## src/source/axi_remap_pkg.sv

```systemverilog
/*
  AXI remap subsystem package
  Widths, reduced AXI4 channel and bundle types, response codes
  and the address window rule used by the translation table
*/
`default_nettype none

package axi_remap_pkg;

  // bus geometry
  localparam int ADDR_WIDTH = 16;
  localparam int DATA_WIDTH = 32;
  localparam int ID_WIDTH   = 2;
  localparam int STRB_WIDTH = DATA_WIDTH / 8;

  // byte lanes inside one word
  localparam int BYTE_OFF_WIDTH = $clog2(STRB_WIDTH);

  // translation table
  localparam int NUM_RULES      = 4;
  localparam int RULE_IDX_WIDTH = $clog2(NUM_RULES);

  // memory behind the master port
  localparam int MEM_WORDS     = 256;
  localparam int MEM_IDX_WIDTH = $clog2(MEM_WORDS);

  typedef logic [ADDR_WIDTH-1:0] addr_t;
  typedef logic [DATA_WIDTH-1:0] data_t;
  typedef logic [ID_WIDTH-1:0]   id_t;
  typedef logic [STRB_WIDTH-1:0] strb_t;
  typedef logic [7:0]            len_t;
  typedef logic [1:0]            burst_t;
  typedef logic [1:0]            resp_t;

  localparam burst_t BURST_FIXED = 2'b00;
  localparam burst_t BURST_INCR  = 2'b01;

  localparam resp_t RESP_OKAY   = 2'b00;
  localparam resp_t RESP_SLVERR = 2'b10;

  // address channels share one layout
  typedef struct packed {
    id_t    id;
    addr_t  addr;
    len_t   len;
    burst_t burst;
  } aw_chan_t;

  typedef struct packed {
    id_t    id;
    addr_t  addr;
    len_t   len;
    burst_t burst;
  } ar_chan_t;

  typedef struct packed {
    data_t data;
    strb_t strb;
    logic  last;
  } w_chan_t;

  typedef struct packed {
    id_t   id;
    resp_t resp;
  } b_chan_t;

  typedef struct packed {
    id_t   id;
    data_t data;
    resp_t resp;
    logic  last;
  } r_chan_t;

  typedef struct packed {
    aw_chan_t aw;
    logic     aw_valid;
    w_chan_t  w;
    logic     w_valid;
    logic     b_ready;
    ar_chan_t ar;
    logic     ar_valid;
    logic     r_ready;
  } axi_req_t;

  typedef struct packed {
    logic    aw_ready;
    logic    w_ready;
    b_chan_t b;
    logic    b_valid;
    logic    ar_ready;
    r_chan_t r;
    logic    r_valid;
  } axi_resp_t;

  // one translation window
  typedef struct packed {
    logic  enable;
    addr_t base;
    addr_t mask;
    addr_t target;
  } remap_rule_t;

endpackage

`default_nettype wire

```

## src/source/axi_addr_remap.sv

```systemverilog
/*
  Address remap table
  Holds four translation windows written through a config strobe
  and maps the write and read addresses combinationally. The first
  enabled window that matches wins and unmatched addresses pass through.
*/
`timescale 1ns/1ps
`default_nettype none

module axi_addr_remap
  import axi_remap_pkg::*;
(
  input  wire                      clk_i,
  input  wire                      reset_i,
  // configuration port
  input  wire                      cfg_we_i,
  input  wire [RULE_IDX_WIDTH-1:0] cfg_idx_i,
  input  remap_rule_t              cfg_rule_i,
  // addresses to translate
  input  addr_t                    aw_addr_i,
  input  addr_t                    ar_addr_i,
  output addr_t                    aw_addr_o,
  output addr_t                    ar_addr_o
);

  remap_rule_t [NUM_RULES-1:0] rules_q;

  // priority match, lowest index checked first
  function automatic addr_t translate(
    input addr_t                       addr,
    input remap_rule_t [NUM_RULES-1:0] rules
  );
    addr_t result;
    logic  hit;
    result = addr;
    hit    = 1'b0;
    for (int i = 0; i < NUM_RULES; i++) begin
      if (!hit && rules[i].enable && ((addr & rules[i].mask) == rules[i].base)) begin
        // keep the offset bits below the window and add them to the target
        result = rules[i].target + (addr & ~rules[i].mask);
        hit    = 1'b1;
      end
    end
    return result;
  endfunction

  // table update, visible to addresses on the following cycle
  always_ff @(posedge clk_i) begin
    if (reset_i) begin
      rules_q <= '0;
    end else if (cfg_we_i) begin
      rules_q[cfg_idx_i] <= cfg_rule_i;
    end
  end

  // both channels look up the same table
  always_comb begin
    aw_addr_o = translate(aw_addr_i, rules_q);
    ar_addr_o = translate(ar_addr_i, rules_q);
  end

endmodule

`default_nettype wire

```

## config.mk

```make
export PLATFORM = sky130hd
export DESIGN_NAME = axi_addr_remap
export DESIGN_NICKNAME = d
export VERILOG_FILES = /design/src/source/axi_remap_pkg.sv /design/src/source/axi_addr_remap.sv
export SDC_FILE = /design/constraint.sdc
export NUM_CORES = 1
export LEC_CHECK = 0
export BUFFER_PORTS_ARGS = -buffer_cell sky130_fd_sc_hd__clkbuf_2
export CAP_MARGIN = 20
export CORE_ASPECT_RATIO = 1.5
export CORE_MARGIN = 1.5
export CORE_UTILIZATION = 56
export CTS_CLUSTER_DIAMETER = 40
export DETAILED_ROUTE_END_ITERATION = 10
export PLACE_DENSITY_LB_ADDON = 0.1
export REMOVE_ABC_BUFFERS = 1
export SLEW_MARGIN = 15
export SYNTH_ARGS = -nofsm -noshare
export SYNTH_HDL_FRONTEND = slang
export SYNTH_SLANG_ARGS = --single-unit
```

## constraint.sdc

```tcl
create_clock -name clk_i -period 3.09 [get_ports clk_i]
set_input_delay 0.309 -clock clk_i [delete_from_list [all_inputs] [get_ports clk_i]]
set_output_delay 0.309 -clock clk_i [all_outputs]
set_load 0.02 [all_outputs]
```

==> metrics.yaml, run 1 <==
place:
  place_inst: 3075
  place.detailed.hpwl_mm: 56.8
  detailed_place.area_sq_um: 20100
  place_congestion: 1.06
  placement.setup.worst_slack_ns: -0.656
  io_buf_count: 117
synthesis:
  postSynthRegisterBits: 196
  ys_async_sr_fraction: 0
  synthMostInstantiatedCell: "sky130_fd_sc_hd__nand2_1"
  synth_top_flop_cell: "sky130_fd_sc_hd__dfxtp_1"
  top_area_cell_type_share_of_the_netlist_area: 0.237
  postSynthAreaPerCell_sq_um: 7.21
  synth_area_sq_um: 16500
  seq_area_frac_synth: 0.237
  postSynthCellCount: 2294
  synth_top_cells_by_area: "sky130_fd_sc_hd__dfxtp_1 (24%), sky130_fd_sc_hd__nand2_1 (12%), sky130_fd_sc_hd__a21oi_1 (9.2%)"
  synth_commonest_cells: "sky130_fd_sc_hd__nand2_1 (534), sky130_fd_sc_hd__a21oi_1 (304), sky130_fd_sc_hd__dfxtp_1 (196)"
  yosys.area.top_type: "sky130_fd_sc_hd__dfxtp_1"
  synth_edf_count: 0
  synth-warning-count: 0
  post_synth_num_cell_types: 82
die:
  chipWidth_um: 143
  top_level_ports: 118
  start_util: 0.572
  num_rows: 76
  die_span_in_y_um: 213
clock_tree:
  cts-root-to-sink-buffers: 2
  htree_num_levels: 4
  cts_inserted_buffers: 17
  cts_root_buf: "sky130_fd_sc_hd__clkbuf_16"
  number_of_sinks_on_the_clock_net: 196
status:
  status: "aborted with a tool error"
  error: "[ERROR GRT-0232] Routing congestion too high. Check the congestion heatmap in the GUI."
  flow.stopped_at: "global routing (5_1_grt)"
global_routing:
  grt_remaining_overflow: 74
  maximum_number_of_pins_on_one_net_before_global_route_repair: 70
  global_routing_usage_summed_across_all_routing_layers: 0.642
sta:
  worst-ep-kind: "top-level output"
  grt_repair_worst_endpoint: "aw_addr_o[10]"
-- layer usage --
metal / overflow / global-route usage
met1: 0 / 0.678
met3: 0 / 0.359
met2: 44 / 0.882
met4: 30 / 0.613
met5: 0 / 0.0559
-- kinds of logic after synthesis --
family,share of synthesized area
mux,0.0145
buf+inv,0.0386
flops,0.237
fa+ha+maj,0.101
compound gates,0.231
simple gates,0.296
xor+xnor,0.0827
-- stage by stage --
step	utilization	TNS, ns
3_5_place_dp	0.697	-11.40
3_3_place_gp	0.697	-10.47
2_1_floorplan	-	-13.64
4_1_cts	0.790	-13.12
-- repair_timing --
action | in CTS
hold buffers | 0
setup buffers | 71
resized for setup | 429
gates cloned | 1
endpoints found under the setup margin | 32
pin swaps | 168
==> inputs of run 2 (changes only) <==
--- a/config.mk
+++ b/config.mk
@@ -7,12 +7,10 @@
 export LEC_CHECK = 0
 export BUFFER_PORTS_ARGS = -buffer_cell sky130_fd_sc_hd__clkbuf_2
 export CAP_MARGIN = 20
-export CORE_ASPECT_RATIO = 1.5
 export CORE_MARGIN = 1.5
-export CORE_UTILIZATION = 56
-export CTS_CLUSTER_DIAMETER = 40
+export CORE_UTILIZATION = 40
 export DETAILED_ROUTE_END_ITERATION = 10
-export PLACE_DENSITY_LB_ADDON = 0.1
+export PLACE_DENSITY_LB_ADDON = 0.15
 export REMOVE_ABC_BUFFERS = 1
 export SLEW_MARGIN = 15
 export SYNTH_ARGS = -nofsm -noshare
==> constraint.sdc (replaced) <==
create_clock -name clk_i -period 4.02 [get_ports clk_i]
set_input_delay 0.402 -clock clk_i [delete_from_list [all_inputs] [get_ports clk_i]]
set_output_delay 0.402 -clock clk_i [all_outputs]
set_load 0.02 [all_outputs]
==> metrics.yaml, run 2 <==
synthesis:
  synthMuxAreaShare: 0.0145
  postSynthAreaPerCell_sq_um: 7.21
  postSynthRegisterBits: 196
  postSynthCellCount: 2294
  synth_top_flop_cell: "sky130_fd_sc_hd__dfxtp_1"
  dominant_combinational_cell_family_by_area_after_synthesis: "simple AND/OR/NAND/NOR gates"
  ys_async_sr_fraction: 0
  post_synth_num_cell_types: 82
  synthXorXnorAreaFrac: 0.0827
  synth-simple-area-share: 0.296
  synth_area_in_compound_gates: 0.231
  synth_edf_count: 0
  synth_commonest_cells: "sky130_fd_sc_hd__nand2_1 (534), sky130_fd_sc_hd__a21oi_1 (304), sky130_fd_sc_hd__dfxtp_1 (196)"
  synthMostInstantiatedCell: "sky130_fd_sc_hd__nand2_1"
  synth_top_cells_by_area: "sky130_fd_sc_hd__dfxtp_1 (24%), sky130_fd_sc_hd__nand2_1 (12%), sky130_fd_sc_hd__a21oi_1 (9.2%)"
  top_area_cell_type_share_of_the_netlist_area: 0.237
  synth-warning-count: 0
  synthAdderAreaFrac: 0.101
  synth_area_sq_um: 16500
  yosys.area.top_type: "sky130_fd_sc_hd__dfxtp_1"
  seq_area_frac_synth: 0.237
finish:
  final_cell_mix: "sky130_fd_sc_hd__nand2_1 (533), sky130_fd_sc_hd__a21oi_1 (290), sky130_fd_sc_hd__dfxtp_1 (181), sky130_fd_sc_hd__nor2b_1 (126), sky130_fd_sc_hd__ha_1 (113)"
  layout_top_registers: "rules_q x196"
  largest-register: "rules_q"
  postLayoutCellArea_sq_um: 19400
  syn_to_final_growth_pct: 17.2
  largest_reg_flops: 196
  layout_commonest_cell: "sky130_fd_sc_hd__nand2_1"
  final_layout_size_suffix_gt1_frac: 0.168
  count_of_nets_after_finishing: 2641
sta:
  finalWorstPathRequiredPeriod_ns: 3.93
  fin_worst_skew_ns: 0
  timing.final.max_slew_violations: 0
  final.period_utilization: 0.978
  timing.setup.tns_ns: 0
  whs_ns: 0.165
  report.final.setup_viol: 0
  final_hold_viol_count: 0
  slew_headroom: 0.321
  unrepaired_setup_endpoints_after_global_routing: "true"
  max_fclk_mhz: 254
  worstMarginPinSlew_ns: 1.02
clock_tree:
  clkTransAtPathRegs_ns: 0.08
  number_of_sinks_on_the_clock_net: 196
  cts_root_buf: "sky130_fd_sc_hd__clkbuf_16"
  cts_hold_buffers: 0
  tritoncts_clock_tree: "built"
  cts_inserted_buffers: 17
  htree_num_levels: 4
  cts-root-to-sink-buffers: 2
  clock_insertion_delay_worst_skew_ns: 0.48
global_routing:
  global_routing_usage_summed_across_all_routing_layers: 0.343
  first_pass_grt_wire_length_mm: 105
  first_global_vias: 16529
  grt_remaining_overflow: 0
  grt_antenna_before_repair: 2
  maximum_number_of_pins_on_one_net_before_global_route_repair: 111
critical_path:
  timing.critical_path.fanout_max: 5
  crit_path_top_delay_cell: "sky130_fd_sc_hd__fa_1"
  cp_data_arrival_time_ns: 3.53
  buffers_and_inverters_on_the_worst_path: 3
  timing.critical_path.cells: "nor2b_2 > ha_2 > inv_1 > fa_1 > nor2b_1 > o21ai_0 > a21oi_2 > o41ai_1 > xnor2_1 > mux2i_1 > o211a_1 > o31ai_2 > buf_4 > clkbuf_2"
  setup.worst_path.class: "reg -> out"
  critical_path_required_ns: 3.62
  cp_slowest_stage_delay_ns: 0.44
  crit_family: "compound AO/OA/AOI/OAI gates"
  worstSetupStartpointType: "flip-flop"
  critical_path.endpoint_type: "output port"
job:
  maxCapViolations: 0
detailed_routing:
  drtPass1Iterations: 5
  finalWirelength_mm: 73.1
  num_vias: 17627
  detail_route.vias_per_cell: 5.93
  wl_per_cell_um: 24.6
  route.antenna.remaining_nets: 0
  drt_iter0_markers: 1505
  drcViolationCount: 0
status:
  status: "complete, no violations"
place:
  detailed_place.area_sq_um: 18100
  place_congestion: 1.04
  place.detailed.hpwl_mm: 57.3
  io_buf_count: 117
die:
  floorplan.core_area_sq_um: 40800
  top_level_ports: 118
  die_span_in_y_um: 206
  num_rows: 74
  fp.dieArea_sq_um: 42500
  chipWidth_um: 206
  start_util: 0.405
power:
  static-leakage-power_nw: 7.94
  power_density_nw_per_um2: 282
  peakVddDrop_uv: 335
worst_hold_path:
  holdCritPathClass: "in -> reg"
==> run 2: cells by family (layout without fill, tap and decap cells) <==
family | count (synthesis) | after routing
compound gates | 626 | 626
mux | 23 | 23
other cells | 0 | 2
xor+xnor | 156 | 156
flops | 196 | 196
buf+inv | 152 | 297
fa+ha+maj | 128 | 128
simple gates | 1013 | 1014
==> run 2: final cells by class <==
class                           instances  area (sq um)
Multi-Input combinational cell       1947         12500
Antenna cell                            2          5.00
Tap cell                              532           666
Timing Repair Buffer                  229          1510
Fill cell                            4170         21500
Clock inverter                         11           125
Sequential cell                       196          3950
Inverter                               36           135
Clock buffer                           21           480
==> run 2: repair_timing <==
action,in CTS,in global routing
pin swaps,9,34
gates resized for setup,54,92
endpoints found under the setup margin,21,26
setup buffers,5,11
gates cloned,0,1
==> run 2: worst register-to-register path: cells and delay by family (launching register included) <==
family	cells	cell delay [ns]
buffers and inverters	1	0.20
AO/OA/AOI/OAI	1	0.18
flip-flops	1	0.47
AND/OR/NAND/NOR	1	0.06
==> run 2: path summary, 6_finish.rpt <==
path / from / endpoint / slack (ns) / cells after the start
setup / recovery: rules_q[114] / ar_addr_o[8] / 0.09 / 14
hold / removal: cfg_rule_i[29] / rules_q[127] / 0.17 / 3
setup reg to reg: rules_q[124] / rules_q[124] / 3.04 / 3
hold reg to reg: rules_q[14] / rules_q[14] / 0.48 / 2
==> run 2: where the power goes <==
group          internal (mW)  switching (mW)  total, mW
sequential              2.00           0.100       2.10
clock                  0.985           0.886       1.87
combinational          0.567           0.911       1.48
total                   3.56            1.90       5.45
==> run 2: per-stage QoR <==
step,std cells,power [mW],worst slack (ns),util
after floorplan,2178,2.94,0.417,-
after global placement,2922,3.51,-0.159,0.443
after detailed placement,2923,3.52,-0.201,0.443
after CTS,2960,5.40,0.000807,0.464
after global routing,2974,5.67,-0.0415,0.474
final,2974,5.45,0.0866,0.474
==> run 2: routing by layer <==
layer | vias to the layer above | part of all wire | track usage
met5 | - | 0 | 0
met4 | 0 | 0.045 | 0.150
met3 | 129 | 0.072 | 0.0476
met2 | 714 | 0.45 | 0.548
met1 | 8475 | 0.43 | 0.460
li1 | 8309 | - | -
Power figures use the tool's default switching activity.
==> inputs of run 3 (changes only) <==
--- a/config.mk
+++ b/config.mk
@@ -12,6 +12,7 @@
 export DETAILED_ROUTE_END_ITERATION = 10
 export PLACE_DENSITY_LB_ADDON = 0.15
 export REMOVE_ABC_BUFFERS = 1
+export SETUP_SLACK_MARGIN = 0.3
 export SLEW_MARGIN = 15
 export SYNTH_ARGS = -nofsm -noshare
 export SYNTH_HDL_FRONTEND = slang
==> metrics.yaml, run 3 (synthesis gave the netlist of run 2 again) <==
job:
  maxCapViolations: 0
sta:
  unrepaired_setup_endpoints_after_global_routing: "true"
  finalWorstPathRequiredPeriod_ns: 3.79
  fin_worst_skew_ns: 0
  worstMarginPinSlew_ns: 1.04
  timing.final.max_slew_violations: 0
  final_hold_viol_count: 0
  max_fclk_mhz: 264
  whs_ns: 0.164
  worst_slack_ns: 0.234
  final.period_utilization: 0.942
  report.final.setup_viol: 0
  slew_headroom: 0.309
clock_tree:
  htree_num_levels: 4
  cts-root-to-sink-buffers: 2
  clkTransAtPathRegs_ns: 0.08
  clock_insertion_delay_worst_skew_ns: 0.48
  number_of_sinks_on_the_clock_net: 196
  cts_root_buf: "sky130_fd_sc_hd__clkbuf_16"
  cts_inserted_buffers: 17
  tritoncts_clock_tree: "built"
critical_path:
  critical_path.endpoint_type: "output port"
  critical_path_required_ns: 3.62
  cp-endpoint: "aw_addr_o[10]"
  setup.worst_path.class: "reg -> out"
  r2r_slack_ns: 3.04
  r2r.worst_path.cells: 3
  worstSetupStartpointType: "flip-flop"
  cp_data_arrival_time_ns: 3.38
  critical_path.reg2reg.startpoint: "rules_q[124]"
  beginning_of_the_critical_path: "rules_q[114]"
  timing.critical_path.fanout_max: 5
  r2r-end: "rules_q[124]"
finish:
  final_cell_mix: "sky130_fd_sc_hd__nand2_1 (529), sky130_fd_sc_hd__a21oi_1 (278), sky130_fd_sc_hd__buf_4 (147), sky130_fd_sc_hd__dfxtp_1 (143), sky130_fd_sc_hd__nor2b_1 (118)"
  layout.cells.non_filler: 3021
  layout_top_registers: "rules_q x196"
  utilization: 0.510
  largest-register: "rules_q"
  count_of_nets_after_finishing: 2688
  layout_commonest_cell: "sky130_fd_sc_hd__nand2_1"
  largest_reg_flops: 196
  syn_to_final_growth_pct: 26.0
  final_layout_size_suffix_gt1_frac: 0.244
detailed_routing:
  drcViolationCount: 0
  wl_per_cell_um: 24.7
  num_vias: 17833
  detail_route.vias_per_cell: 5.90
  drtPass1Iterations: 5
  route.antenna.remaining_nets: 0
  m1WireLength_mm: 32.2
  dr_wl_met2_mm: 34.1
  finalWirelength_mm: 74.6
  highest-signal-layer: "met4"
  drt_iter0_markers: 1478
  met3_length_mm: 5.33
global_routing:
  grt_antenna_before_repair: 2
  grt_remaining_overflow: 0
  maximum_number_of_pins_on_one_net_before_global_route_repair: 111
  first_global_vias: 16955
  global_routing_usage_summed_across_all_routing_layers: 0.350
  first_pass_grt_wire_length_mm: 108
die:
  floorplan.core_area_sq_um: 40800
  top_level_ports: 118
  start_util: 0.405
  fp.dieArea_sq_um: 42500
  die_span_in_y_um: 206
  chipWidth_um: 206
  num_rows: 74
place:
  io_buf_count: 117
  place_congestion: 1.04
  place_inst: 2923
  place.detailed.hpwl_mm: 57.3
  placement.setup.worst_slack_ns: -0.201
power:
  peakVddDrop_uv: 334
  final_power_mw: 5.59
  power_density_nw_per_um2: 269
  static-leakage-power_nw: 8.47
worst_hold_path:
  hold_path_startpoint: "cfg_rule_i[29]"
  holdCritPathClass: "in -> reg"
status:
  status: "complete, no violations"
==> run 3: cell count changes in the layout (fill, tap and decap cells not counted), moves of 14 or more <==
cell / before / now
sky130_fd_sc_hd__dfxtp_1: 181 / 143
sky130_fd_sc_hd__buf_4: 112 / 147
sky130_fd_sc_hd__dfxtp_2: 11 / 35
sky130_fd_sc_hd__o21ai_0: 72 / 49
sky130_fd_sc_hd__clkbuf_2: 109 / 94
sky130_fd_sc_hd__dfxtp_4: 4 / 18
sky130_fd_sc_hd__o21ai_1: 9 / 23
==> run 3: how the worst min path moves through the flow <==
stage | end | slack (ns) | cells past startpoint
floorplan | rules_q[195] | 0.45 | 2
global route | rules_q[114] | 0.16 | 3
detailed placement | rules_q[14] | 0.48 | 2
global placement | rules_q[5] | 0.47 | 2
finish | rules_q[127] | 0.16 | 3
CTS | rules_q[114] | 0.15 | 3
==> run 3: per-stage QoR <==
step                      area, sq um  TNS (ns)
after floorplan                 16000         0
after global placement          18100     -1.20
after detailed placement        18100     -1.47
after CTS                       20000         0
after global routing            20800         0
final                           20800         0
==> run 3: area by class of cell <==
class,count,area (sq um)
Clock buffer,21,480
Inverter,36,135
Timing Repair Buffer,277,2050
Clock inverter,11,125
Antenna cell,2,5.00
Fill cell,4014,20000
Multi-Input combinational cell,1946,13300
Sequential cell,196,4040
Tap cell,532,666
==> run 3: power breakdown <==
group          internal, mW  switching [mW]
clock network         0.985           0.875
logic                 0.658           0.973
registers              2.00           0.103
total                  3.64            1.95
==> run 3: timing repair <==
action,4_1_cts,5_1_grt
resized for setup,258,170
cloned,0,1
setup buffers,36,27
setup endpoints to repair,32,32
pin swaps,94,100
hold buffers,0,0
==> run 3: metal layers <==
metal	vias to the layer above	GRT usage
li1	8391	-
met1	8640	0.460
met2	679	0.566
met3	123	0.0599
met4	0	0.142
met5	-	0
==> run 3: critical path, stage by stage, from the launching register on <==
cell                        delay (ns)
sky130_fd_sc_hd__dfxtp_4          0.39
sky130_fd_sc_hd__nor2b_2          0.12
sky130_fd_sc_hd__ha_2             0.20
sky130_fd_sc_hd__inv_2            0.04
sky130_fd_sc_hd__fa_2             0.39
sky130_fd_sc_hd__nor2b_4          0.14
sky130_fd_sc_hd__o2111ai_2        0.11
sky130_fd_sc_hd__nand4b_1         0.24
sky130_fd_sc_hd__a31oi_1          0.15
sky130_fd_sc_hd__xnor2_1          0.31
sky130_fd_sc_hd__mux2_4           0.22
sky130_fd_sc_hd__nand2_2          0.05
sky130_fd_sc_hd__a31o_4           0.23
sky130_fd_sc_hd__mux2i_1          0.14
sky130_fd_sc_hd__buf_4            0.16
